### src/logic/cache_pkg.sv
package cache_pkg;

  //////////////////////////////
  // Field widths
  //////////////////////////////
  localparam int ADDR_W = 16;  // Byte address from the CPU
  localparam int DATA_W = 16;  // One CPU word
  localparam int TAG_W  = 6;   // Address bits 15:10
  localparam int SET_W  = 6;   // Address bits 9:4
  localparam int WORD_W = 3;   // Address bits 3:1, bit 0 is a byte offset we never use

  localparam int NUM_WAYS       = 2;
  localparam int NUM_SETS       = 64;
  localparam int WORDS_PER_LINE = 8;

  typedef logic [ADDR_W-1:0] addr_t;
  typedef logic [DATA_W-1:0] word_t;
  typedef logic [TAG_W-1:0]  tag_t;
  typedef logic [SET_W-1:0]  set_idx_t;
  typedef logic [WORD_W-1:0] word_idx_t;

  // One metadata byte per way per set, laid out as tag, valid, lru from MSB down
  typedef struct packed {
    tag_t tag;
    logic valid;  // Line holds real data
    logic lru;    // Set when this way was the one used last in its set
  } meta_t;

  // CPU request, held as a level until cpu_done
  typedef struct packed {
    logic  rd;
    logic  wr;
    addr_t addr;
    word_t wdata;  // Only looked at for writes
  } cpu_req_t;

  // Fill controller states
  typedef enum logic [2:0] {
    IDLE,
    LOOKUP,
    FILL_REQ,
    FILL_WAIT,
    WRITE_MEM,
    DONE
  } fill_state_t;

  //////////////////////////////
  // Address field helpers
  //////////////////////////////
  function automatic tag_t addr_tag(addr_t a);
    return a[15:10];
  endfunction

  function automatic set_idx_t addr_set(addr_t a);
    return a[9:4];
  endfunction

  function automatic word_idx_t addr_word(addr_t a);
    return a[3:1];
  endfunction

  // Byte address of word w inside the line that holds a
  function automatic addr_t line_word_addr(addr_t a, word_idx_t w);
    return {a[15:4], w, 1'b0};
  endfunction

endpackage

### src/logic/cache_fill_ctrl.sv
`timescale 1ns/1ps

module cache_fill_ctrl import cache_pkg::*; (
  input  logic      clk,
  input  logic      rst,
  input  cpu_req_t  cpu_req,
  input  logic      hit,            // Lookup result from the core
  input  word_t     rdata,          // Hit word from the core
  output logic      cpu_done,
  output word_t     cpu_rdata,
  output logic      cpu_hit,
  output logic      array_word_wr,
  output logic      fill_active,
  output word_idx_t fill_word,
  output word_t     fill_data,
  output logic      meta_wr,
  output logic      lru_touch,
  output logic      mem_rd,
  output logic      mem_wr,
  output addr_t     mem_addr,
  output word_t     mem_wdata,
  input  logic      mem_rvalid,
  input  word_t     mem_rdata,
  input  logic      mem_wack
);

  fill_state_t state;
  fill_state_t state_nxt;

  word_idx_t word_cnt;   // Next word of the line to fetch
  logic      refilled;   // Line was fetched, so the current lookup is the second one
  logic      last_word;  // Counter sits on the final word of the line
  logic      cpu_hit_q;
  word_t     rdata_q;

  assign last_word = (word_cnt == word_idx_t'(WORDS_PER_LINE - 1));

  //////////////////////////////
  // Next state and strobes
  //////////////////////////////
  always_comb begin
    state_nxt     = state;
    array_word_wr = 1'b0;
    meta_wr       = 1'b0;
    lru_touch     = 1'b0;
    mem_rd        = 1'b0;
    mem_wr        = 1'b0;
    case (state)
      IDLE: begin
        if (cpu_req.rd || cpu_req.wr) state_nxt = LOOKUP;
      end
      LOOKUP: begin
        if (cpu_req.wr) begin
          mem_wr        = 1'b1;  // Write-through starts with the lookup
          array_word_wr = hit;   // Cache copy only updated on a hit
          lru_touch     = hit;
          state_nxt     = WRITE_MEM;
        end else if (hit) begin
          lru_touch = 1'b1;
          state_nxt = DONE;
        end else begin
          state_nxt = FILL_REQ;  // Read miss, fetch the whole line
        end
      end
      FILL_REQ: begin
        mem_rd    = 1'b1;  // One-cycle request pulse
        state_nxt = FILL_WAIT;
      end
      FILL_WAIT: begin
        if (mem_rvalid) begin
          array_word_wr = 1'b1;
          // The tag goes in with the eighth word, then look again
          if (last_word) begin
            meta_wr   = 1'b1;
            state_nxt = LOOKUP;
          end else begin
            state_nxt = FILL_REQ;
          end
        end
      end
      WRITE_MEM: begin
        if (mem_wack) state_nxt = DONE;
      end
      DONE:    state_nxt = IDLE;
      default: state_nxt = IDLE;
    endcase
  end

  assign fill_active = (state == FILL_REQ) || (state == FILL_WAIT);
  assign fill_word   = word_cnt;
  assign fill_data   = mem_rdata;  // Memory word goes straight into the array

  // Refill walks the line in order, everything else uses the CPU address
  assign mem_addr  = fill_active ? line_word_addr(cpu_req.addr, word_cnt) : cpu_req.addr;
  assign mem_wdata = cpu_req.wdata;

  //////////////////////////////
  // State and counters
  //////////////////////////////
  always_ff @(posedge clk) begin
    if (rst) begin
      state     <= IDLE;
      word_cnt  <= '0;
      refilled  <= 1'b0;
      cpu_hit_q <= 1'b0;
    end else begin
      state <= state_nxt;
      if (state == IDLE) begin
        word_cnt <= '0;
        refilled <= 1'b0;
      end
      if (state == FILL_WAIT && mem_rvalid) begin
        word_cnt <= word_cnt + word_idx_t'(1);
        if (last_word) refilled <= 1'b1;
      end
      // Only the first lookup is reported to the CPU
      if (state == LOOKUP && !refilled) cpu_hit_q <= hit;
    end
  end

  // Read word held for the done cycle
  always_ff @(posedge clk) begin
    if (state == LOOKUP && hit) rdata_q <= rdata;
  end

  assign cpu_done  = (state == DONE);
  assign cpu_hit   = cpu_hit_q;
  assign cpu_rdata = rdata_q;

endmodule

### config.mk
export PLATFORM = sky130hd
export DESIGN_NAME = cache_fill_ctrl
export DESIGN_NICKNAME = d
export VERILOG_FILES = /design/src/logic/cache_pkg.sv /design/src/logic/cache_fill_ctrl.sv
export SDC_FILE = /design/constraint.sdc
export NUM_CORES = 1
export LEC_CHECK = 0
export ABC_CLOCK_PERIOD_IN_PS = 1650
export BUFFER_PORTS_ARGS = -buffer_cell sky130_fd_sc_hd__buf_4
export CAP_MARGIN = 20
export CORE_ASPECT_RATIO = 1.5
export CORE_MARGIN = 4
export CORE_UTILIZATION = 34
export DETAILED_ROUTE_END_ITERATION = 8
export GPL_TIMING_DRIVEN = 0
export PLACE_DENSITY_LB_ADDON = 0.3
export SYNTH_ARGS = -nofsm -noshare
export SYNTH_HDL_FRONTEND = slang
export SYNTH_SLANG_ARGS = --single-unit
### constraint.sdc
create_clock -name clk -period 1.65 [get_ports clk]
set_input_delay 0.165 -clock clk [delete_from_list [all_inputs] [get_ports clk]]
set_output_delay 0.165 -clock clk [all_outputs]
set_load 0.05 [all_outputs]
# Yosys cells after proc, flatten, opt, wreduce, memory -nomap -nowiden

Index checks and enable logic that the tools add are counted.

Bits in registers: 24
Latch bits: 0
RAM bits: 0
Bits in read-only memories: 0
Input port bits: 71
Output and inout port bits: 75
Word-level logic and storage cells: 49
Memories: 0

Add/subtract/negate cells: 1
$mul: 0
Divide/modulo/power cells: 0
Order comparisons: 0
Equality and inequality tests: 9
Shift operators: 0
Multiplexer cells: 25
Bitwise logic cells: 0
Reductions and logical operators: 9

Operator list:

| cell                                           | number |
|---|---|
| 2-to-1 mux 3 bit                               | 7 |
| case mux 3 bit (5 select lines)                | 1 |
| 2-to-1 mux 1 bit                               | 14 |
| == test 3 bit (second input constant)          | 3 |
| == test 3 x 2 -> 1 bit (second input constant) | 2 |
| != test 2 bit (second input constant)          | 3 |
| 2-to-1 mux 4 bit                               | 1 |
| adder 3 x 1 -> 3 bit (second input constant)   | 1 |
| == test 3 x 1 -> 1 bit (second input constant) | 1 |
| logical AND 1 bit                              | 3 |
| zero test 3 bit                                | 1 |
| AND reduction 3 bit                            | 1 |
| logical OR 1 bit                               | 2 |
| 2-to-1 mux 2 bit                               | 1 |
| case mux 1 bit (2 select lines)                | 1 |
| nonzero test 2 bit                             | 1 |
| zero test 1 bit                                | 1 |

# Logic depth before layout (Yosys ltp)

Gate-level depths: netlist of the first run.

Depth after elaboration: 4
Gate-level depth with buffers: 5
Mapped depth without buffers: 5

# Least setup slack after synthesis of the first run

OpenSTA, ideal clock, no wires.

Path type: register to output
Start: reg state[2]
End: out cpu_done
Data arrival time: 1.696 ns
Data required time: 1.485 ns
Slack: -0.211 ns
Stages on the path, launching flop included: 4
Path buffers: 1
Path through: dfxtp_1 > buf_2 > inv_1 > nor3b_1

Cells in the longest elaborated chain, start to end: 1

RTL lines:

| what                   | line                   | RTL |
|---|---|---|
| start, declared        | cache_fill_ctrl.sv:27  | `fill_state_t state;` |
| start signal, assigned | cache_fill_ctrl.sv:107 | `state <= state_nxt;` |
| == test 3 bit          | cache_fill_ctrl.sv:126 | `assign cpu_done = (state == DONE);` |
| end, declared          | cache_fill_ctrl.sv:9   | `output logic cpu_done,` |

No other way between the ends.

# Final worst setup path of the first run

Start: reg state[2]
End: out mem_addr[3]

Cells in the longest elaborated chain, start to end: 3

RTL lines:

| what                   | line                  | RTL |
|---|---|---|
| == test 3 x 2 -> 1 bit | cache_fill_ctrl.sv:89 | `assign fill_active = (state == FILL_REQ) \|\| (state == FILL_WAIT);` |
| logical OR 1 bit (*)   | cache_fill_ctrl.sv:89 |  |
| 2-to-1 mux 4 bit (*)   | cache_fill_ctrl.sv:94 | `assign mem_addr = fill_active ? line_word_addr(cpu_req.addr, word_cnt) : cpu_req.addr;` |
| end, declared          | cache_fill_ctrl.sv:20 | `output addr_t mem_addr,` |

Every way passes the cells marked *; elsewhere a longest branch is shown, timed or not.

==> results of run 1 <==
## through the flow
stage / hold WS [ns] / utilization [%]
5_1_grt: 0.0583 / 60.3
3_3_place_gp: 0.343 / 57.9
4_1_cts: 0.0692 / 59.7
6_report: 0.0785 / 60.3
2_1_floorplan: 0.264 / -
3_5_place_dp: 0.345 / 57.9
## layer usage
metal,GRT usage [%],up-vias,wire (µm)
li1,-,591,-
met3,2.44,0,363
met2,24.9,61,2190
met4,2.22,0,0
met1,14.9,529,1180
met5,0,-,0
## power by group through the flow
| stage | registers (W) | clock network (W) | logic [W] |
|---|---|---|---|
| after floorplan | 0.000814 | 0 | 0.000481 |
| after global placement | 0.000717 | 0 | 0.000803 |
| after detailed placement | 0.000719 | 0 | 0.000808 |
| after CTS | 0.000713 | 0.000360 | 0.000810 |
| after global routing | 0.000718 | 0.000387 | 0.000846 |
| final | 0.000713 | 0.000340 | 0.000810 |
## worst max-delay path: stages (launching register included)
cell	delay, ns
dfxtp_4	0.39
nor2b_1	0.11
buf_4	0.14
mux2_2	0.32
buf_4	0.19
## cells in the mapped netlist, types with 2 or more instances
cell | count | share of area (%)
buf_4 | 45 | 25
edfxtp_1 | 16 | 36
dfxtp_1 | 8 | 12
nand3_1 | 4 | 1.5
a21oi_1 | 3 | 1.1
buf_2 | 3 | 1.1
nand2_1 | 3 | 0.83
nor2_1 | 3 | 0.83
nor2b_1 | 3 | 1.4
and2_1 | 2 | 0.92
ha_1 | 2 | 1.8
mux2_1 | 2 | 1.7
nand2b_1 | 2 | 0.92
nor3b_1 | 2 | 1.1
nor4b_1 | 2 | 1.3
o21ai_0 | 2 | 0.74
## cell type report
| cell class | instances | area (µm²) | share of cell area (%) |
|---|---|---|---|
| Buffer | 48 | 360 | 15.9 |
| Clock buffer | 4 | 45.0 | 1.99 |
| Inverter | 1 | 3.75 | 0.166 |
| Multi-Input combinational cell | 48 | 367 | 16.2 |
| Sequential cell | 24 | 651 | 28.8 |
| Tap cell | 43 | 53.8 | 2.38 |
| Timing Repair Buffer | 102 | 781 | 34.5 |
## logic make-up (layout without fill, tap and decap cells)
kind of cell,count (synthesis),in the layout
fa+ha+maj,2,2
simple gates,28,28
compound gates,14,14
mux,4,4
buf+inv,50,155
flops,24,24
## placed cells by master, fill, tap and decap left out, types with 3 or more instances in the layout
| cell type | instances |
|---|---|
| buf_4 | 145 |
| edfxtp_1 | 16 |
| nand3_1 | 4 |
| dfxtp_1 | 4 |
| buf_6 | 3 |
| nand2_1 | 3 |
| nor2_1 | 3 |
| a21oi_1 | 3 |
| clkbuf_8 | 3 |
## registers in the layout (all words and copies together), names as in the netlist
| name | cells |
|---|---|
| fill_word | 3 |
| cpu_hit | 1 |
| state | 3 |
| cpu_rdata | 16 |
| refilled | 1 |
## path summary, 6_finish.rpt
check | startpoint | endpoint | slack [ns] | cells past startpoint
setup / recovery | state[2] | mem_addr[3] | 0.07 | 4
hold / removal | rdata[7] | cpu_rdata[7] | 0.08 | 1
setup reg to reg | state[1] | cpu_rdata[13] | 0.24 | 4
hold reg to reg | fill_word[1] | fill_word[1] | 0.49 | 2
## timing repair
action	4_1_cts	5_1_grt
setup buffers	2	0
endpoints found under the hold margin	0	0
pin swaps	1	2
gates resized for setup	5	7
hold buffers	0	0
endpoints found under the setup margin	6	4
==> out/results.tsv, run 1 <==
metric	value	unit
status	finished clean	
period_share	95.9	%
peakVddDrop	0.000404	V
wire_per_inst	13.8	µm
critPathArrivalTime	1.42	ns
max_freq	632	MHz
clock_skew	0.00567	ns
vias	1181	
io_buffers	100	
p_total	0.00186	W
tns	0	ns
synthFlopType	edfxtp_1	
synth_compound_area_share	7.40	%
synth_fa_ha_area_share	1.85	%
synth_edf_count	16	
path_max_fanout	11	
ant_nets	0	
core_area	3750	µm²
insertion_delay	0.26	ns
fillerInstances	329	
synth_top_family_by_area	buffers and inverters	
required	1.48	ns
fin_nets	301	
syn_nets	195	
netlist_instances	122	
switching_share	37.5	%
n_antenna_cell	0	
die_h	85.2	µm
drtIter0Drc	7	
finalInstanceArea	2260	µm²
cp-start-kind	flop	
cts_tree	yes	
p_int	0.00116	W
p_switching	0.000699	W
synth_area	1350	µm²
instances_no_fill	270	
synth-xor-area-share	0	%
p_clk_share	18.3	%
slew_headroom	72.6	%
htreeDepth	1	
path_clk_slew	0.08	ns
power.density	824	nW/µm²
die_w	59.5	µm
drt_pass1_iterations	4	
grt_max_degree	17	
start_util	36.1	%
post-place-cells	265	
rsz0062_at_grt	false	
finalCriticalPeriod	1.58	ns
synthArstFlopShare	0	%
place_hpwl	3.27	mm
die_area	5070	µm²
tightest_slew	0.410	ns
syn2layout_area_growth	67.2	%
grt_usage	13.1	%
dp_slack	0.0484	ns
cts_num_sinks	24	
yosys_register_bits	24	
placed_area	2170	µm²
p_seq_share	38.3	%
maxCapViolCount	0	
drv_slew	0	
grt_overflow	0	
antenna_found_initial	0	
clockRootBuffer	clkbuf_8	
muxShareOfSynthArea	3.24	%
gp_congestion	0.799	
synth_cell_types	36	
cts_buffers	3	
synth_simple_gate_area_share	13.5	%
leakagePower	1.10	nW
setup_viol	0	
end_kind	output pin	
yosysWarnings	0	
vias_per_cell	4.37	
cts.path.max_buffers	2	
placementRows	27	
hold_viol	0	
pin_count	146	
grt_pass1_vias	1214	
worst_slack	0.0669	ns
comb_power_share	43.5	%
grt_pass1_wl	5.41	mm
drc_errors	0	
avgSynthCellArea	11.1	µm²
ys_seq_area_share	47.4	%
wl	3.74	mm
hold_class	primary input to flop	
crit_type	flop to output pin	
drive_above_1_share	72.7	%
(Power assumes the default switching activity.)
==> inputs of run 2 (changes only) <==
--- a/config.mk
+++ b/config.mk
@@ -10,7 +10,8 @@
 export CAP_MARGIN = 20
 export CORE_ASPECT_RATIO = 1.5
 export CORE_MARGIN = 4
-export CORE_UTILIZATION = 34
+export CORE_UTILIZATION = 36
+export CTS_BUF_LIST = sky130_fd_sc_hd__clkbuf_8
 export DETAILED_ROUTE_END_ITERATION = 8
 export GPL_TIMING_DRIVEN = 0
 export PLACE_DENSITY_LB_ADDON = 0.3
==> run 2 against run 1 <==
Sequential cell count unchanged. Wire length down 6.0%. Final area rose by 2.0%. Worst setup slack worse by 0.010 ns. Utilization rose by 2.9 points. Sequential share of layout area down 0.58 points. Die area shrank 4.9%.
==> out/results.tsv, run 2 (same netlist as run 1, synthesis figures left out) <==
metric	value	unit
rsz0062_at_grt	true	
drc_errors	0	
worst_slack	0.0567	ns
wl	3.51	mm
status	finished clean	
vias_per_cell	4.40	
slowest_stage	dfxtp_4	
critPathArrivalTime	1.43	ns
syn2layout_area_growth	70.6	%
max_freq	628	MHz
fin_nets	303	
peakVddDrop	0.000490	V
multi_input_comb_area	380	µm²
cts_num_sinks	24	
cts_buffers	3	
largest_reg_flops	16	
fillerInstances	323	
cp_common_cell	buf_8	
placementRows	27	
crit_type	flop to output pin	
core_area	3650	µm²
wire_per_inst	12.9	µm
clockRootBuffer	clkbuf_8	
path_clk_slew	0.08	ns
cts.path.max_buffers	2	
cp-start-kind	flop	
slew_headroom	71.7	%
period_share	96.6	%
drtIter0Drc	22	
htreeDepth	1	
cts_hold_buf	0	
power.density	833	nW/µm²
hold_viol	0	
clock_skew	0.00366	ns
die_area	4820	µm²
ant_nets	0	
tightest_slew	0.425	ns
place_hpwl	3.00	mm
cp_slowest_stage_delay	0.37	ns
grt_max_degree	15	
cp_cell_sequence	buf_8 -> nor3b_4 -> and2_4 -> a21o_4 -> buf_8	
finalInstanceArea	2310	µm²
pin_count	146	
startpoint	state[1]	
seq_area	651	µm²
vias	1197	
hold_class	primary input to flop	
maxCapViolCount	0	
io_buffers	100	
finalCriticalPeriod	1.59	ns
dp_slack	0.0219	ns
die_h	83.1	µm
r2r-start	state[1]	
min_from	rdata[14]	
setup_viol	0	
gp_congestion	0.779	
path_max_fanout	10	
cts_tree	yes	
grt_pass1_wl	5.46	mm
drt_pass1_iterations	4	
start_util	37.1	%
grt_pass1_vias	1225	
required	1.48	ns
end_kind	output pin	
insertion_delay	0.26	ns
drv_slew	0	
antenna_found_initial	0	
placed_area	2170	µm²
grt_usage	13.9	%
drive_above_1_share	73.8	%
p_total	0.00192	W
leakagePower	1.12	nW
final_common_cell	buf_4	
grt_overflow	0	
die_w	58.0	µm
mostFrequentLayoutCells	buf_4, edfxtp_1, nand3_1, clkbuf_8, dfxtp_1	
n_antenna_cell	0	
==> run 2: power by group <==
group          leakage [nW]  internal, W  switching, W
registers             0.215     0.000687     0.0000267
logic                 0.872     0.000317      0.000509
clock network        0.0288     0.000212      0.000170
==> run 2: final timing paths <==
check | end | slack (ns) | cells after the start
setup reg to reg | cpu_rdata[5] | 0.23 | 4
hold / removal | cpu_rdata[14] | 0.08 | 1
hold reg to reg | fill_word[1] | 0.49 | 2
setup / recovery | array_word_wr | 0.06 | 5
==> run 2: timing repair <==
action,in CTS,in global routing
endpoints found under the setup margin,5,7
resized for setup,8,9
pin swaps,1,3
buffers inserted,3,1
==> run 2: cell type report <==
class                   count  area share (%)
repair buffers            104            34.7
inverters                   1           0.163
multi-input cells          48            16.5
flip-flops and latches     24            28.2
plain buffers              48            15.8
clock buffers               4            2.39
well taps                  43            2.33
==> run 2: worst max-delay path, delay by kind of cell, from the launching register on <==
family,cells,cell delay [ns]
compound gates,1,0.12
buf+inv,2,0.27
flops,1,0.37
simple gates,2,0.40
==> run 2: per-layer routing <==
layer | track usage, % | vias to the layer above | routed length, µm
li1 | - | 594 | -
met1 | 16.2 | 520 | 1230
met2 | 24.5 | 81 | 1870
met3 | 3.42 | 2 | 402
met4 | 3.59 | 0 | 11
met5 | 0 | - | 0
==> run 2: stage by stage <==
| stage | setup TNS, ns | hold WS [ns] | cells | util (%) |
|---|---|---|---|---|
| floorplan | 0 | 0.264 | 122 | - |
| global placement | 0 | 0.343 | 265 | 59.5 |
| detailed placement | 0 | 0.344 | 265 | 59.5 |
| CTS | 0 | 0.0722 | 271 | 62.2 |
| global route | -0.0785 | 0.0599 | 272 | 63.2 |
| finish | 0 | 0.0781 | 272 | 63.2 |
==> inputs of run 3 (changes only) <==
--- a/config.mk
+++ b/config.mk
@@ -5,12 +5,12 @@
 export SDC_FILE = /design/constraint.sdc
 export NUM_CORES = 1
 export LEC_CHECK = 0
-export ABC_CLOCK_PERIOD_IN_PS = 1650
+export ABC_CLOCK_PERIOD_IN_PS = 1600
 export BUFFER_PORTS_ARGS = -buffer_cell sky130_fd_sc_hd__buf_4
 export CAP_MARGIN = 20
 export CORE_ASPECT_RATIO = 1.5
 export CORE_MARGIN = 4
-export CORE_UTILIZATION = 36
+export CORE_UTILIZATION = 30
 export CTS_BUF_LIST = sky130_fd_sc_hd__clkbuf_8
 export DETAILED_ROUTE_END_ITERATION = 8
 export GPL_TIMING_DRIVEN = 0
==> constraint.sdc (replaced) <==
create_clock -name clk -period 1.6 [get_ports clk]
set_input_delay 0.16 -clock clk [delete_from_list [all_inputs] [get_ports clk]]
set_output_delay 0.16 -clock clk [all_outputs]
set_load 0.05 [all_outputs]
==> run 3 against run 2 <==
Final area is 1.5% higher. Largest power group unchanged. First-iteration DRC count is 45% higher. Global-route usage is 0.79 points lower. Register-to-register slack worse by 0.09 ns. Highest routed layer unchanged. Clock skew is 0.0018 ns higher. Via count is 4.4% higher. Non-clock buffer count is 2 higher. Die area is 18% higher. Cell count is 1.8% higher. Power is 2.1% higher. Clock power is 8.6% lower.
==> out/results.tsv, run 3 (same netlist as run 1, synthesis figures left out) <==
metric	value	unit
rsz0062_at_grt	true	
finalInstanceArea	2340	µm²
post-place-cells	268	
grt_pass1_wl	6.03	mm
tns	0	ns
n_antenna_cell	0	
r2r-start	state[2]	
min_from	rdata[8]	
die_area	5670	µm²
finalCriticalPeriod	1.56	ns
wire_per_inst	14.5	µm
slew_headroom	70.3	%
start_util	31.6	%
max_freq	641	MHz
fin_nets	305	
grt_pass1_vias	1340	
critPathArrivalTime	1.40	ns
insertion_delay	0.26	ns
grt_max_degree	14	
switching_share	37.7	%
hold_class	primary input to flop	
drtIter0Drc	32	
cts_tree	yes	
largest_reg_flops	16	
pin_count	146	
drc_errors	0	
end_kind	output pin	
whs_endpoint	cpu_rdata[8]	
drt_pass1_iterations	4	
cts_buffers	3	
required	1.44	ns
clock_skew	0.00547	ns
crit_type	flop to output pin	
vias	1250	
vias_per_cell	4.51	
clockRootBuffer	clkbuf_8	
instances_no_fill	277	
cp-start-kind	flop	
final_common_cell	buf_4	
gp_congestion	0.780	
placementRows	29	
maxCapViolCount	0	
die_w	62.8	µm
power.density	838	nW/µm²
fillerInstances	409	
reg2reg_to	state[1]	
p_total	0.00196	W
status	finished clean	
grt_overflow	0	
tightest_slew	0.446	ns
p_seq_share	37.5	%
comb_power_share	44.7	%
place_hpwl	3.39	mm
ant_nets	0	
die_h	90.2	µm
antenna_found_initial	0	
leakagePower	1.13	nW
r2r_cells	4	
placed_area	2180	µm²
cts.path.max_buffers	2	
drive_above_1_share	74.9	%
path_max_fanout	10	
cts_num_sinks	24	
peakVddDrop	0.000333	V
io_buffers	100	
wl	4.03	mm
setup_viol	0	
worst_slack	0.0393	ns
syn2layout_area_growth	73.1	%
p_int	0.00122	W
grt_usage	13.1	%
hold_viol	0	
period_share	97.5	%
hold_depth	1	
p_switching	0.000740	W
p_clk_share	17.8	%
htreeDepth	1	
mostFrequentLayoutCells	buf_4, edfxtp_1, nand3_1, dfxtp_1	
path_clk_slew	0.08	ns
reg2reg_slack	0.14	ns
core_area	4280	µm²
drv_slew	0	
dp_slack	-0.0146	ns
-- run 3: changes by cell type in the layout (fill, tap and decap cells not counted), sizes merged --
| cell | change |
|---|---|
| clkbuf | -1 |
| inv | +1 |
| buf | +2 |
-- run 3: critical path, cell delays in order (launching register included) --
cell and delay, ns:
dfxtp_4 0.37, buf_8 0.14, nor3b_4 0.17, and2_4 0.20, a21o_4 0.13, buf_8 0.14
-- run 3: power by group through the flow --
stage,logic [W],registers [W],clock network [W]
floorplan,0.000496,0.000839,0
global placement,0.000833,0.000739,0
detailed placement,0.000839,0.000741,0
CTS,0.000852,0.000735,0.000360
global route,0.000915,0.000743,0.000385
finish,0.000877,0.000737,0.000349
-- run 3: cell type report --
type	count	area [µm²]	area share, %
clock inverter	1	3.75	0.160
inverter	1	3.75	0.160
timing repair buffer	106	818	35.0
multi-input combinational	48	398	17.0
tap	46	57.6	2.46
buffer	48	368	15.7
clock buffer	3	41.3	1.76
sequential	24	651	27.8
-- run 3: timing repair --
action,4_1_cts,5_1_grt
hold buffers,0,0
gates resized for setup,9,13
setup endpoints to repair,6,4
pin swaps,1,1
setup buffers,3,3
-- run 3: worst max path at each step --
stage / startpoint / end / depth (start not counted)
5_1_grt: state[1] / array_word_wr / 5
2_1_floorplan: state[2] / mem_addr[1] / 4
4_1_cts: state[1] / array_word_wr / 5
3_5_place_dp: state[1] / array_word_wr / 5
6_report: state[1] / array_word_wr / 5
3_3_place_gp: state[1] / array_word_wr / 5
-- run 3: per-stage QoR --
stage	util (%)	hold slack [ns]
final	54.7	0.0705
after global routing	54.7	0.0581
after floorplan	-	0.259
after global placement	50.8	0.338
after detailed placement	50.8	0.340
after CTS	52.9	0.0659
-- run 3: routing by layer --
metal	share of wire [%]	GRT usage (%)	vias up
li1	-	-	599
met1	34	13.5	548
met2	53	24.6	101
met3	12	4.99	2
met4	0.22	2.76	0
met5	0	0	-
